$ cat config.mk
export PLATFORM = sky130hd
export DESIGN_NAME = tcdm_fifo
export DESIGN_NICKNAME = d
export VERILOG_FILES = /design/src/verilog/tcdm_fifo_pkg.sv /design/src/verilog/sync_fifo.sv /design/src/verilog/req_queue.sv /design/src/verilog/resp_queue.sv /design/src/verilog/tcdm_fifo.sv
export SDC_FILE = /design/constraint.sdc
export NUM_CORES = 1
export LEC_CHECK = 0
export ABC_AREA = 1
export BUFFER_PORTS_ARGS = -buffer_cell sky130_fd_sc_hd__buf_4
export CORE_AREA = 2 2 243 245
export CTS_CLUSTER_DIAMETER = 120
export DETAILED_ROUTE_END_ITERATION = 8
export DIE_AREA = 0 0 245 247
export PLACE_DENSITY = 0.77
export SETUP_SLACK_MARGIN = 0.15
export SYNTH_ARGS = -nofsm -noshare
export SYNTH_HDL_FRONTEND = slang
export SYNTH_SLANG_ARGS = --single-unit
$ cat constraint.sdc
create_clock -name clk_i -period 12.7 [get_ports clk_i]
set_clock_uncertainty 0.05 [all_clocks]
set_input_delay 1.27 -clock clk_i [delete_from_list [all_inputs] [get_ports clk_i]]
set_output_delay 1.27 -clock clk_i [all_outputs]
set_load 0.03 [all_outputs]
$ cat src/verilog/tcdm_fifo_pkg.sv
// field types, packed word widths and queue sizing
// shared by both queues of the TCDM decoupling FIFO

package tcdm_fifo_pkg;

  // request fields
  localparam int unsigned ADDR_W = 32;         // word address
  localparam int unsigned DATA_W = 32;         // read and write data
  localparam int unsigned BE_W   = DATA_W / 8; // one enable per byte lane

  // packed request: addr, wdata, be, wen (msb to lsb)
  localparam int unsigned REQ_W = ADDR_W + DATA_W + BE_W + 1;

  // response word carries read data only
  localparam int unsigned RSP_W = DATA_W;

  // queue sizing, power of two
  localparam int unsigned FIFO_DEPTH = 8;

  // one free slot left counts as almost full
  localparam int unsigned ALMOST_FULL_LVL = FIFO_DEPTH - 1;

  typedef logic [ADDR_W-1:0] addr_t;
  typedef logic [DATA_W-1:0] data_t;
  typedef logic [BE_W-1:0]   be_t;
  typedef logic [REQ_W-1:0]  req_word_t;

endpackage

$ cat src/verilog/sync_fifo.sv
// flip-flop FIFO with valid/ready on both sides
// no fall-through; flags for empty and almost full

module sync_fifo
  import tcdm_fifo_pkg::*;
#(
  parameter int unsigned WIDTH = RSP_W,
  parameter int unsigned DEPTH = FIFO_DEPTH // power of two, at least 2
) (
  input  logic             clk_i,
  input  logic             rst_ni,
  input  logic             clear_i,      // synchronous flush

  input  logic             push_valid_i,
  input  logic [WIDTH-1:0] push_data_i,
  output logic             push_ready_o, // not full

  output logic             pop_valid_o,  // not empty
  output logic [WIDTH-1:0] pop_data_o,
  input  logic             pop_ready_i,

  output logic             empty_o,
  output logic             almost_full_o
);

  localparam int unsigned PTR_W  = $clog2(DEPTH);
  localparam int unsigned CNT_W  = $clog2(DEPTH + 1);
  // keep the same distance from full as the package level does at FIFO_DEPTH
  localparam int unsigned AF_LVL = DEPTH - (FIFO_DEPTH - ALMOST_FULL_LVL);

  logic [WIDTH-1:0] mem_q [DEPTH]; // storage, no reset needed
  logic [PTR_W-1:0] wr_ptr_q;
  logic [PTR_W-1:0] rd_ptr_q;
  logic [CNT_W-1:0] count_q;       // occupancy

  logic push_fire;
  logic pop_fire;

  assign push_ready_o  = (count_q != CNT_W'(DEPTH));
  assign pop_valid_o   = (count_q != '0);
  assign pop_data_o    = mem_q[rd_ptr_q];  // head always visible
  assign empty_o       = (count_q == '0);
  assign almost_full_o = (count_q >= CNT_W'(AF_LVL)); // includes full

  assign push_fire = push_valid_i & push_ready_o;
  assign pop_fire  = pop_valid_o & pop_ready_i;

  // pointers wrap on their own since DEPTH is a power of two
  always_ff @(posedge clk_i or negedge rst_ni) begin
    if (!rst_ni) begin
      wr_ptr_q <= '0;
      rd_ptr_q <= '0;
      count_q  <= '0;
    end else if (clear_i) begin
      wr_ptr_q <= '0;
      rd_ptr_q <= '0;
      count_q  <= '0;
    end else begin
      if (push_fire) wr_ptr_q <= wr_ptr_q + PTR_W'(1);
      if (pop_fire)  rd_ptr_q <= rd_ptr_q + PTR_W'(1);
      case ({push_fire, pop_fire})
        2'b10:   count_q <= count_q + CNT_W'(1);
        2'b01:   count_q <= count_q - CNT_W'(1);
        default: count_q <= count_q; // both or neither, level unchanged
      endcase
    end
  end

  always_ff @(posedge clk_i) begin
    if (push_fire) begin
      mem_q[wr_ptr_q] <= push_data_i;
    end
  end

  // occupancy must stay in range over any push/pop sequence
  a_count_in_range : assert property (
    @(posedge clk_i) disable iff (!rst_ni)
    count_q <= CNT_W'(DEPTH)
  ) else $error("sync_fifo: occupancy above DEPTH");

  // an empty queue has read pointer on write pointer, a pop past it is an underflow
  a_no_pop_when_empty : assert property (
    @(posedge clk_i) disable iff (!rst_ni)
    empty_o |-> (rd_ptr_q == wr_ptr_q)
  ) else $error("sync_fifo: read pointer ran past write pointer");

endmodule

$ cat src/verilog/req_queue.sv
// request queue: packs target requests into a FIFO and replays them
// on the memory side, held back while the response side has no room

module req_queue
  import tcdm_fifo_pkg::*;
(
  input  logic  clk_i,
  input  logic  rst_ni,
  input  logic  clear_i,

  // target side (core)
  input  logic  req_i,
  input  addr_t addr_i,
  input  data_t wdata_i,
  input  be_t   be_i,
  input  logic  wen_i,       // high for a read
  output logic  gnt_o,

  // initiator side (memory)
  output logic  mem_req_o,
  output addr_t mem_addr_o,
  output data_t mem_wdata_o,
  output be_t   mem_be_o,
  output logic  mem_wen_o,
  input  logic  mem_gnt_i,

  input  logic  resp_room_i, // response queue can absorb one more answer
  output logic  empty_o
);

  req_word_t push_word;
  req_word_t pop_word;
  logic      head_valid;
  logic      head_ready;

  assign push_word = {addr_i, wdata_i, be_i, wen_i}; // addr on top, wen at lsb

  // unpack head entry straight onto the memory port
  assign {mem_addr_o, mem_wdata_o, mem_be_o, mem_wen_o} = pop_word;

  assign mem_req_o  = head_valid & resp_room_i; // throttle on response room
  assign head_ready = mem_gnt_i & resp_room_i;  // pops only on req & gnt

  sync_fifo #(
    .WIDTH ( REQ_W      ),
    .DEPTH ( FIFO_DEPTH )
  ) i_req_fifo (
    .clk_i         ( clk_i      ),
    .rst_ni        ( rst_ni     ),
    .clear_i       ( clear_i    ),
    .push_valid_i  ( req_i      ),
    .push_data_i   ( push_word  ),
    .push_ready_o  ( gnt_o      ), // grant while not full
    .pop_valid_o   ( head_valid ),
    .pop_data_o    ( pop_word   ),
    .pop_ready_i   ( head_ready ),
    .empty_o       ( empty_o    ),
    .almost_full_o (            )
  );

  // memory must only grant a pending request
  a_gnt_needs_req : assert property (
    @(posedge clk_i) disable iff (!rst_ni)
    !mem_req_o |-> !mem_gnt_i
  ) else $error("req_queue: mem_gnt_i without mem_req_o");

endmodule

$ cat src/verilog/resp_queue.sv
// response queue: one-entry capture buffer in front of the response FIFO,
// plus the room signal that lets the request side issue

module resp_queue
  import tcdm_fifo_pkg::*;
(
  input  logic  clk_i,
  input  logic  rst_ni,
  input  logic  clear_i,

  // initiator side (memory)
  input  logic  mem_r_valid_i,
  input  data_t mem_r_data_i,
  output logic  mem_r_ready_o,

  // target side (core)
  output logic  r_valid_o,
  output data_t r_data_o,
  input  logic  r_ready_i,

  output logic  resp_room_o,  // to req_queue
  output logic  empty_o
);

  logic  capt_valid_q;  // capture buffer occupied
  data_t capt_data_q;   // payload, no reset

  logic  push_valid;
  data_t push_data;
  logic  push_ready;
  logic  fifo_empty;
  logic  fifo_afull;
  logic  capt_load;

  // held entry is older, so it goes first; fresh one takes its place
  assign push_valid = capt_valid_q | mem_r_valid_i;
  assign push_data  = capt_valid_q ? capt_data_q : mem_r_data_i;

  // capture a fresh response that cannot go into the FIFO this cycle
  always_comb begin
    if (capt_valid_q) begin
      capt_load = mem_r_valid_i & push_ready; // held drains, fresh replaces it
    end else begin
      capt_load = mem_r_valid_i & ~push_ready;
    end
  end

  always_ff @(posedge clk_i or negedge rst_ni) begin
    if (!rst_ni) begin
      capt_valid_q <= 1'b0;
    end else if (clear_i) begin
      capt_valid_q <= 1'b0;
    end else if (capt_valid_q) begin
      if (push_ready) capt_valid_q <= mem_r_valid_i; // refilled or empty
    end else begin
      capt_valid_q <= capt_load;
    end
  end

  always_ff @(posedge clk_i) begin
    if (capt_load) begin
      capt_data_q <= mem_r_data_i;
    end
  end

  assign mem_r_ready_o = push_ready; // not full

  // hold off new requests when full, or when the last slot is about
  // to be taken by an arriving answer that the core will not drain
  assign resp_room_o = push_ready & ~(fifo_afull & mem_r_valid_i & ~r_ready_i);

  assign empty_o = fifo_empty & ~capt_valid_q;

  sync_fifo #(
    .WIDTH ( RSP_W      ),
    .DEPTH ( FIFO_DEPTH )
  ) i_rsp_fifo (
    .clk_i         ( clk_i      ),
    .rst_ni        ( rst_ni     ),
    .clear_i       ( clear_i    ),
    .push_valid_i  ( push_valid ),
    .push_data_i   ( push_data  ),
    .push_ready_o  ( push_ready ),
    .pop_valid_o   ( r_valid_o  ),
    .pop_data_o    ( r_data_o   ),
    .pop_ready_i   ( r_ready_i  ),
    .empty_o       ( fifo_empty ),
    .almost_full_o ( fifo_afull )
  );

  // a second answer while one is stuck in the buffer would be lost
  a_no_capture_overrun : assert property (
    @(posedge clk_i) disable iff (!rst_ni)
    capt_valid_q && !push_ready |-> !mem_r_valid_i
  ) else $error("resp_queue: response dropped, capture buffer busy");

endmodule

$ cat src/verilog/tcdm_fifo.sv
// top level of the TCDM decoupling FIFO
// request and response queues between core port and memory port

module tcdm_fifo
  import tcdm_fifo_pkg::*;
(
  input  logic  clk_i,
  input  logic  rst_ni,
  input  logic  clear_i,        // empties both queues in one cycle

  // target side (core)
  input  logic  req_i,
  input  addr_t addr_i,
  input  data_t wdata_i,
  input  be_t   be_i,
  input  logic  wen_i,          // high for a read
  output logic  gnt_o,
  output logic  r_valid_o,
  output data_t r_data_o,
  input  logic  r_ready_i,

  // initiator side (memory)
  output logic  mem_req_o,
  output addr_t mem_addr_o,
  output data_t mem_wdata_o,
  output be_t   mem_be_o,
  output logic  mem_wen_o,
  input  logic  mem_gnt_i,
  input  logic  mem_r_valid_i,
  input  data_t mem_r_data_i,
  output logic  mem_r_ready_o,

  output logic  empty_o         // nothing queued in either direction
);

  logic resp_room;
  logic req_empty;
  logic rsp_empty;

  req_queue i_req_queue (
    .clk_i       ( clk_i       ),
    .rst_ni      ( rst_ni      ),
    .clear_i     ( clear_i     ),
    .req_i       ( req_i       ),
    .addr_i      ( addr_i      ),
    .wdata_i     ( wdata_i     ),
    .be_i        ( be_i        ),
    .wen_i       ( wen_i       ),
    .gnt_o       ( gnt_o       ),
    .mem_req_o   ( mem_req_o   ),
    .mem_addr_o  ( mem_addr_o  ),
    .mem_wdata_o ( mem_wdata_o ),
    .mem_be_o    ( mem_be_o    ),
    .mem_wen_o   ( mem_wen_o   ),
    .mem_gnt_i   ( mem_gnt_i   ),
    .resp_room_i ( resp_room   ),
    .empty_o     ( req_empty   )
  );

  resp_queue i_resp_queue (
    .clk_i         ( clk_i         ),
    .rst_ni        ( rst_ni        ),
    .clear_i       ( clear_i       ),
    .mem_r_valid_i ( mem_r_valid_i ),
    .mem_r_data_i  ( mem_r_data_i  ),
    .mem_r_ready_o ( mem_r_ready_o ),
    .r_valid_o     ( r_valid_o     ),
    .r_data_o      ( r_data_o      ),
    .r_ready_i     ( r_ready_i     ),
    .resp_room_o   ( resp_room     ),
    .empty_o       ( rsp_empty     )
  );

  assign empty_o = req_empty & rsp_empty;

endmodule

## After elaboration in Yosys (flattened, before gate mapping)

Memories as Yosys holds them, arrays and structs flattened.
Cells that the tools add are included.

| cells by class | value |
|---|---|
| add/sub/neg operators | 8 |
| reduce and logical (&&, ||, !) cells | 10 |
| $lt $le $gt $ge | 1 |
| multiplexer cells | 21 |
| bitwise logic cells | 18 |
| eq/ne operators | 6 |

Operators by type and width:

| operator | number |
|---|---|
| $mux 32 | 1 |
| $mux 3 | 8 |
| $pmux 4 s2 | 2 |
| $and 1x1->1 | 13 |
| $add 3x1->3 const B | 4 |
| $add 4x1->4 const B | 2 |
| $logic_not 4->1 | 2 |
| $mux 1 | 8 |
| $mux 4 | 2 |
| $ne 4x4->1 const B | 2 |
| $reduce_bool 2->1 | 4 |
| $reduce_bool 4->1 | 2 |
| $sub 4x1->4 const B | 2 |
| $reduce_bool 3->1 | 2 |
| $eq 2x1->1 const B | 2 |
| $eq 2x2->1 const B | 2 |
| $ge 4x3->1 const B | 1 |
| $not 1->1 | 4 |
| $or 1x1->1 | 1 |

| storage, ports and cells | value |
|---|---|
| memory bits (writable) | 808 |
| input port bits | 108 |
| output and inout bits | 106 |
| memories | 2 |
| word-level logic and storage cells | 74 |
| bits in registers | 53 |

Memories:

| memory | words | bits a word | rd ports | clocked after Yosys merged registers in | write ports | line | source |
|---|---|---|---|---|---|---|---|
| i_req_queue.i_req_fifo.mem_q | 8 | 69 | 1 | 0 | 1 | sync_fifo.sv:31 | `logic [WIDTH-1:0] mem_q [DEPTH];` |
| i_resp_queue.i_rsp_fifo.mem_q | 8 | 32 | 1 | 0 | 1 | sync_fifo.sv:31 |  |

## Longest topological paths before layout

Gate-level depths: netlist of run 1.

| logic depth | value |
|---|---|
| word-level depth | 10 |
| depth in mapped cells | 15 |
| mapped depth without buffers | 15 |

## Cells and area by module

A second synthesis of run 1 with hierarchy kept.

| unflattened totals | value |
|---|---|
| cells, all modules | 2473 |
| area total of the unflattened synthesis | 34234.1 um^2 |

Modules (own cells, without submodules):

| module | cells an instance | times used | sequential area each (um^2) | area each (um^2) |
|---|---|---|---|---|
| sync_fifo (i_req_queue.i_req_fifo) | 1498 | 1 | 16826.1 | 22118.7 |
| sync_fifo (i_resp_queue.i_rsp_fifo) | 816 | 1 | 7937.6 | 10577.6 |
| resp_queue | 153 | 1 | 985.9 | 1515.2 |
| req_queue | 4 | 1 | 0.0 | 15.0 |
| tcdm_fifo | 2 | 1 | 0.0 | 7.5 |

## Worst setup path after synthesis of run 1

Ideal clock, no wire load.

| timing path | value |
|---|---|
| path kind | input to register |
| start point | input req_i |
| end point | memory i_req_queue.i_req_fifo.mem_q[0][0] (netlist name), enable pin |
| required time | 12154 ps |
| stages | 4 |
| setup time | 496 ps |
| slack | 7696 ps |
| path buffers | 0 |
| data arrival time | 4458 ps |
| path through | nand2_4 > inv_1 > nand2_1 > nor2_1 |

| between the ends | value |
|---|---|
| word-level cells in the longest chain between the ends | 3 |

RTL lines:

| element | line | source |
|---|---|---|
| start, declared | tcdm_fifo.sv:12 | `input logic req_i,` |
| $and 1x1->1 | sync_fifo.sv:45 | `assign push_fire = push_valid_i & push_ready_o;` |
| $mux 1 | sync_fifo.sv:70 | `if (push_fire) begin` |
| $mux 1 (implied by the code) | sync_fifo.sv:71 | `mem_q[wr_ptr_q] <= push_data_i;` |
| end, declared | sync_fifo.sv:31 |  |

Every way passes these cells.

## Worst setup path in the final report of run 1

| timing path | value |
|---|---|
| start point | register i_req_queue.i_req_fifo.rd_ptr_q[0] |
| end point | output mem_addr_o[9] |

| between the ends | value |
|---|---|
| word-level cells in the longest chain between the ends | 1 |

RTL lines:

| element | line | source |
|---|---|---|
| start, declared | sync_fifo.sv:33 | `logic [PTR_W-1:0] rd_ptr_q;` |
| start signal, assigned | sync_fifo.sv:60 | `if (pop_fire) rd_ptr_q <= rd_ptr_q + PTR_W'(1);` |
| $mem_v2 8x69 | - |  |
| end, declared | tcdm_fifo.sv:24 | `output addr_t mem_addr_o,` |

Every way passes these cells.

==> qor.yml, run 1 <==
outcome: "completed"
dp_hpwl_microns: 39500
layout_commonest_cell: "edfxtp_1"
reg2reg_depth: 7
worst-path-stages: 7
hold_buffers: 0
grt_max_degree: 196
crit_chain: "inv_6, buf_4, o21ai_0, o22ai_1, nor2_1, a31oi_1, buf_4"
synth_area_sq_mm: 0.0338
power.density_mw_per_mm2: 214
cts.sinks: 861
start_util_pct: 58.0
ant_nets: 0
ys_types: 33
synth_top_area_share_pct: 74.6
vias: 21252
clock_latency_ns: 0.62
cts.clk_slew.worst_paths_ns: 0.06
yosysWarnings: 0
cp_max_fo: 113
crit_family: "buffers and inverters"
crit_path_max_incr_delay_ns: 0.89
worst_hold_slack_ns: 0.475
cts_tree: "built"
hold_class: "register to register"
synth_top_area_cell: "edfxtp_1"
drive_above_1_share_pct: 14.4
ioPinCount: 214
die_h_microns: 247
rows: 89
synth_nets: 2728
drt-initial-drc-count: 2015
drv_slew: 0
grt_first_pass_wirelength_microns: 116000
crit_path_start_kind: "register"
final_cell_mix: "840 x edfxtp_1, 717 x nor2_1, 411 x o21ai_0"
core-area_sq_mm: 0.0582
drc: 0
finalSetupViolCount: 0
leakagePower_nw: 13.3
r2r_end: "i_req_queue.i_req_fifo.mem_q[2][20]"
cts.repair.resized: 0
critPathRequiredTime_ns: 11.38
endpoint_kind: "output port"
antenna_found_initial: 6
grt_pass1_vias: 20951
clock_path_buffers: 3
maxCapViolations: 0
ys_ff_latch: 861
period_share_pct: 41.3
cp_common_cell: "buf_4"
reg2reg_from: "i_req_queue.i_req_fifo.count_q[0]"
fin_setup_tns_ns: 0
fin_nets: 2899
synthTopCellsByArea: "edfxtp_1 75%, nor2_1 8.2%, o21ai_0 6.1%, o22ai_1 1.9%, a31oi_1 1.9%"
seq_area_frac_synth_pct: 76.2
cts_setup_buffers: 0
finalCriticalPeriod_ns: 5.24
rsz0062_at_grt: "false"
cp-endpoint: "mem_addr_o[9]"
firstDrtPassIters: 5
synth_cells: 2611
arrival_ns: 3.92
wl_microns: 75200
cts_buffers: 85
wire_per_inst_microns: 20.8
grt_overflow: 0
max_freq_mhz: 191
syn_avg_cell_area_sq_um: 12.9
final_area_sq_mm: 0.0386
tightest_slew_ns: 1.15
ctsRootBufferMaster: "clkbuf_16"
dpl-instance-area_sq_mm: 0.0359
crit_path_top_delay_cell: "buf_4"
gp_congestion: 0.762
crit_start: "i_req_queue.i_req_fifo.rd_ptr_q[0]"
hold_viol_final: 0
die-area_sq_mm: 0.0605
port_buffers: 213
cp_num_buf_inv: 3
relSlewSlack_pct: 23.0
die_w_microns: 245
grt_usage_pct: 24.8
htreeDepth: 3
rrSetupSlack_ns: 9.34
vdd_ir_drop_max_mv: 0.167
via_per_inst: 5.87
syn_to_final_growth_pct: 14.1
worstSetupPathType: "register to output port"
==> per-stage QoR <==
stage	util, %	total power, W	setup slack (ns)	std cells
3_5_place_dp	61.7	0.00594	8.12	3468
6_report	66.2	0.00826	7.46	3621
4_1_cts	66.2	0.00831	7.42	3618
2_1_floorplan	-	0.00513	7.70	2611
5_1_grt	66.2	0.00865	7.16	3620
3_3_place_gp	61.7	0.00586	8.19	3468
==> layer usage <==
layer	vias up	routed length, microns	track usage, %
met5	-	35	0
met4	6	2020	9.40
met3	146	6560	5.61
met2	860	37500	41.3
met1	10429	29100	31.9
li1	9811	-	-
==> final cells by class <==
class	count	area, sq um
clock buffers	100	2180
repair buffers	247	1870
well taps	773	967
multi-input cells	1546	7180
inverters	41	166
fillers	4049	19700
diodes	3	7.51
flip-flops and latches	861	25800
clock inverters	50	445
==> where the power goes <==
| group | switching [W] | total [W] | internal [W] |
|---|---|---|---|
| logic | 0.00169 | 0.00244 | 0.000754 |
| registers | 0.000118 | 0.00344 | 0.00332 |
| clock network | 0.00103 | 0.00238 | 0.00135 |
==> synth_stat cells <==
library cell    n
nor2_1        734
a211oi_1        4
dfrtp_1        21
buf_4          19
buf_1           6
edfxtp_1      840
nor2_4          2
inv_1          32
nand2_4         2
nand3_2         2
ha_1            8
buf_6           9
xor2_1          4
o22ai_1       104
nand3_1         7
nor3_1          5
clkinv_1        3
nor2_2         10
o21ai_2         3
a31oi_1       101
a21oi_1         8
nand2_2         3
clkbuf_1       97
buf_8           1
nand4_4         1
nand2_1       134
inv_2           5
o21ai_1         1
inv_6           1
fa_1            1
buf_2          31
o21ai_0       411
nand4_1         1
==> worst reg2reg max path, cell delays in order (launching register included) <==
cell and delay (ns):
dfrtp_1 0.44, nor2_1 0.09, nand2_1 0.16, nand2_4 0.12, inv_1 0.15, nand2_1 0.26
nor2_4 0.94, buf_4 0.75
==> worst min-delay path by stage <==
stage                                                   start                                   to  depth (start not counted)
after floorplan             i_req_queue.i_req_fifo.count_q[3]    i_req_queue.i_req_fifo.count_q[3]                          2
after global placement    i_resp_queue.i_rsp_fifo.rd_ptr_q[2]  i_resp_queue.i_rsp_fifo.rd_ptr_q[2]                          2
after detailed placement  i_resp_queue.i_rsp_fifo.rd_ptr_q[2]  i_resp_queue.i_rsp_fifo.rd_ptr_q[2]                          2
after CTS                                              rst_ni    i_req_queue.i_req_fifo.count_q[1]                          1
after global routing                                   rst_ni    i_req_queue.i_req_fifo.count_q[1]                          1
final                     i_resp_queue.i_rsp_fifo.rd_ptr_q[2]  i_resp_queue.i_rsp_fifo.rd_ptr_q[2]                          2
==> flip-flops by register name, indices dropped and copies added, names as in the netlist <==
register / count
i_resp_queue.capt_valid_q: 1
i_req_queue.i_req_fifo.mem_q: 552
i_resp_queue.i_rsp_fifo.mem_q: 256
i_resp_queue.i_rsp_fifo.count_q: 4
i_req_queue.i_req_fifo.rd_ptr_q: 3
i_req_queue.i_req_fifo.wr_ptr_q: 3
i_resp_queue.i_rsp_fifo.rd_ptr_q: 3
i_resp_queue.capt_data_q: 32
i_req_queue.i_req_fifo.count_q: 4
i_resp_queue.i_rsp_fifo.wr_ptr_q: 3
==> kinds of logic after synthesis <==
group	count (synthesis)	synth area share, %
buffers and inverters	204	2.84
and+or+nand+nor	901	10.3
AOI/OAI and AO/OA	632	10.2
xor gates and xnor gates	4	0.104
adders and majority gates	9	0.355
DFF	861	76.2
(Power assumes the default switching activity.)
==> run 2, diff against run 1 <==
==> constraint.sdc (replaced) <==
create_clock -name clk_i -period 5.25 [get_ports clk_i]
set_clock_uncertainty 0.05 [all_clocks]
set_input_delay 0.525 -clock clk_i [delete_from_list [all_inputs] [get_ports clk_i]]
set_output_delay 0.525 -clock clk_i [all_outputs]
set_load 0.03 [all_outputs]
==> run 2 against run 1 <==
  * Cell area rose by 0.88%
  * Combinational power rose by 150%
  * First-iteration DRC count fell by 5.2%
  * Setup slack got worse by 6.5 ns
  * Non-clock buffer count rose by 14
  * Global-route usage rose by 0.35 points
  * Power rose by 140%
  * Core utilization rose by 0.58 points
  * Via count rose by 1.7%
  * Critical path type unchanged
  * Largest power group unchanged
  * Highest routed layer unchanged
==> qor.yml, run 2 (same netlist as run 1, synthesis figures left out) <==
start_util_pct: 58.0
wl_microns: 76700
via_per_inst: 5.93
relSlewSlack_pct: 17.0
ioPinCount: 214
power.density_mw_per_mm2: 519
dp_hpwl_microns: 40000
hold_class: "input pin to register"
vias: 21616
ctsRootBufferMaster: "clkbuf_16"
critPathRequiredTime_ns: 4.68
switching_share_pct: 34.2
p_int_w: 0.0133
largest_register_ffs: 552
pwr-share-clk_pct: 29.1
die-area_sq_mm: 0.0605
cp_max_fo: 139
cts.clk_slew.worst_paths_ns: 0.06
htreeDepth: 3
p_switching_w: 0.00691
rrSetupSlack_ns: 2.41
wire_per_inst_microns: 21.1
rsz0062_at_grt: "false"
regMostFlops: "i_req_queue.i_req_fifo.mem_q"
antenna_found_initial: 8
core-area_sq_mm: 0.0582
max_freq_mhz: 235
crit_path_top_delay_cell: "inv_6"
leakagePower_nw: 13.4
cp-endpoint: "mem_wdata_o[9]"
crit_start: "i_req_queue.i_req_fifo.rd_ptr_q[1]"
period_share_pct: 81.0
finalCriticalPeriod_ns: 4.25
port_buffers: 213
crit_chain: "inv_6, o21ai_0, o22ai_1, nor2_1, a31oi_1, buf_4"
post-route-util_pct: 66.8
grt_pass1_vias: 21416
arrival_ns: 3.68
drc: 0
vdd_ir_drop_max_mv: 0.467
die_h_microns: 247
cts.repair.resized: 0
hold_viol_final: 0
tightest_slew_ns: 1.24
layout_commonest_cell: "edfxtp_1"
fin_total_pwr_w: 0.0202
maxCapViolations: 0
comb_power_share_pct: 29.6
gp_congestion: 0.771
reg2reg_depth: 7
grt_usage_pct: 25.1
fillCellCount: 3907
drv_slew: 0
die_w_microns: 245
grt_max_degree: 184
ant_nets: 0
syn_to_final_growth_pct: 15.1
finalSetupViolCount: 0
clock_latency_ns: 0.64
drt-initial-drc-count: 1910
fin_setup_tns_ns: 0
clock_path_buffers: 3
cts.sinks: 861
worstSetupPathType: "register to output port"
reg_top3: "i_req_queue.i_req_fifo.mem_q (552), i_resp_queue.i_rsp_fifo.mem_q (256), i_resp_queue.capt_data_q (32)"
crit_path_start_kind: "register"
r2r_end: "i_req_queue.i_req_fifo.mem_q[3][5]"
cts_tree: "built"
firstDrtPassIters: 6
grt_overflow: 0
rows: 89
grt_first_pass_wirelength_microns: 117000
drive_above_1_share_pct: 14.5
fin_nets: 2914
outcome: "completed"
cts_buffers: 86
p_seq_share_pct: 41.3
crit_path_max_incr_delay_ns: 1.01
endpoint_kind: "output port"
final_cell_mix: "840 x edfxtp_1, 717 x nor2_1, 411 x o21ai_0"
reg2reg_from: "i_req_queue.i_req_fifo.count_q[0]"
worst_hold_slack_ns: 0.0298
-- run 2: worst min path at each step --
| stage | from | end | slack (ns) | cells past startpoint |
|---|---|---|---|---|
| after detailed placement | rst_ni | i_resp_queue.capt_valid_q | 0.38 | 1 |
| after floorplan | rst_ni | i_req_queue.i_req_fifo.count_q[0] | 0.18 | 0 |
| after global placement | rst_ni | i_resp_queue.capt_valid_q | 0.38 | 1 |
| after global routing | mem_r_data_i[26] | i_resp_queue.capt_data_q[26] | 0.006 | 1 |
| after CTS | mem_r_data_i[26] | i_resp_queue.capt_data_q[26] | 0.0005 | 1 |
| final | mem_r_data_i[11] | i_resp_queue.capt_data_q[11] | 0.03 | 1 |
-- run 2: power by group through the flow --
stage	registers, W	logic, W	clock network (W)
2_1_floorplan	0.00828	0.00412	0
3_3_place_gp	0.00845	0.00577	0
3_5_place_dp	0.00848	0.00593	0
4_1_cts	0.00834	0.00597	0.00595
5_1_grt	0.00838	0.00646	0.00621
6_report	0.00834	0.00598	0.00588
-- run 2: final cells by class --
cell class	instances	area (sq um)	share of cell area, %
Antenna cell	4	10.0	0.0257
Inverter	41	166	0.428
Clock buffer	110	2290	5.89
Sequential cell	861	25800	66.2
Multi-Input combinational cell	1546	7180	18.4
Timing Repair Buffer	261	2140	5.49
Tap cell	773	967	2.49
Clock inverter	47	400	1.03
-- run 2: layer usage --
metal | part of all wire (%) | wire length (microns) | GRT usage [%]
met1 | 38 | 29100 | 31.2
met3 | 8.3 | 6360 | 5.50
met4 | 3.2 | 2420 | 10.3
met2 | 51 | 38800 | 43.0
met5 | 0.086 | 66 | 0
-- run 2: through the flow --
stage | cells | setup slack, ns | cell area, sq um
4_1_cts | 3639 | 1.02 | 38900
5_1_grt | 3642 | 0.831 | 38900
6_report | 3643 | 0.995 | 38900
3_3_place_gp | 3466 | 1.75 | 36000
2_1_floorplan | 2611 | 0.702 | 33800
3_5_place_dp | 3466 | 1.69 | 36000
-- run 2: worst max-delay path, delay by kind of cell, from the launching register on --
kind	cells	cell delay (ns)
and+or+nand+nor	1	0.07
AOI/OAI and AO/OA	3	0.78
buffers and inverters	2	1.25
DFF	1	0.83
-- run 2: timing repair --
item / CTS / global route
hold buffers: 16 / 0
setup buffers: 0 / 0
endpoints found under the hold margin: 36 / 0
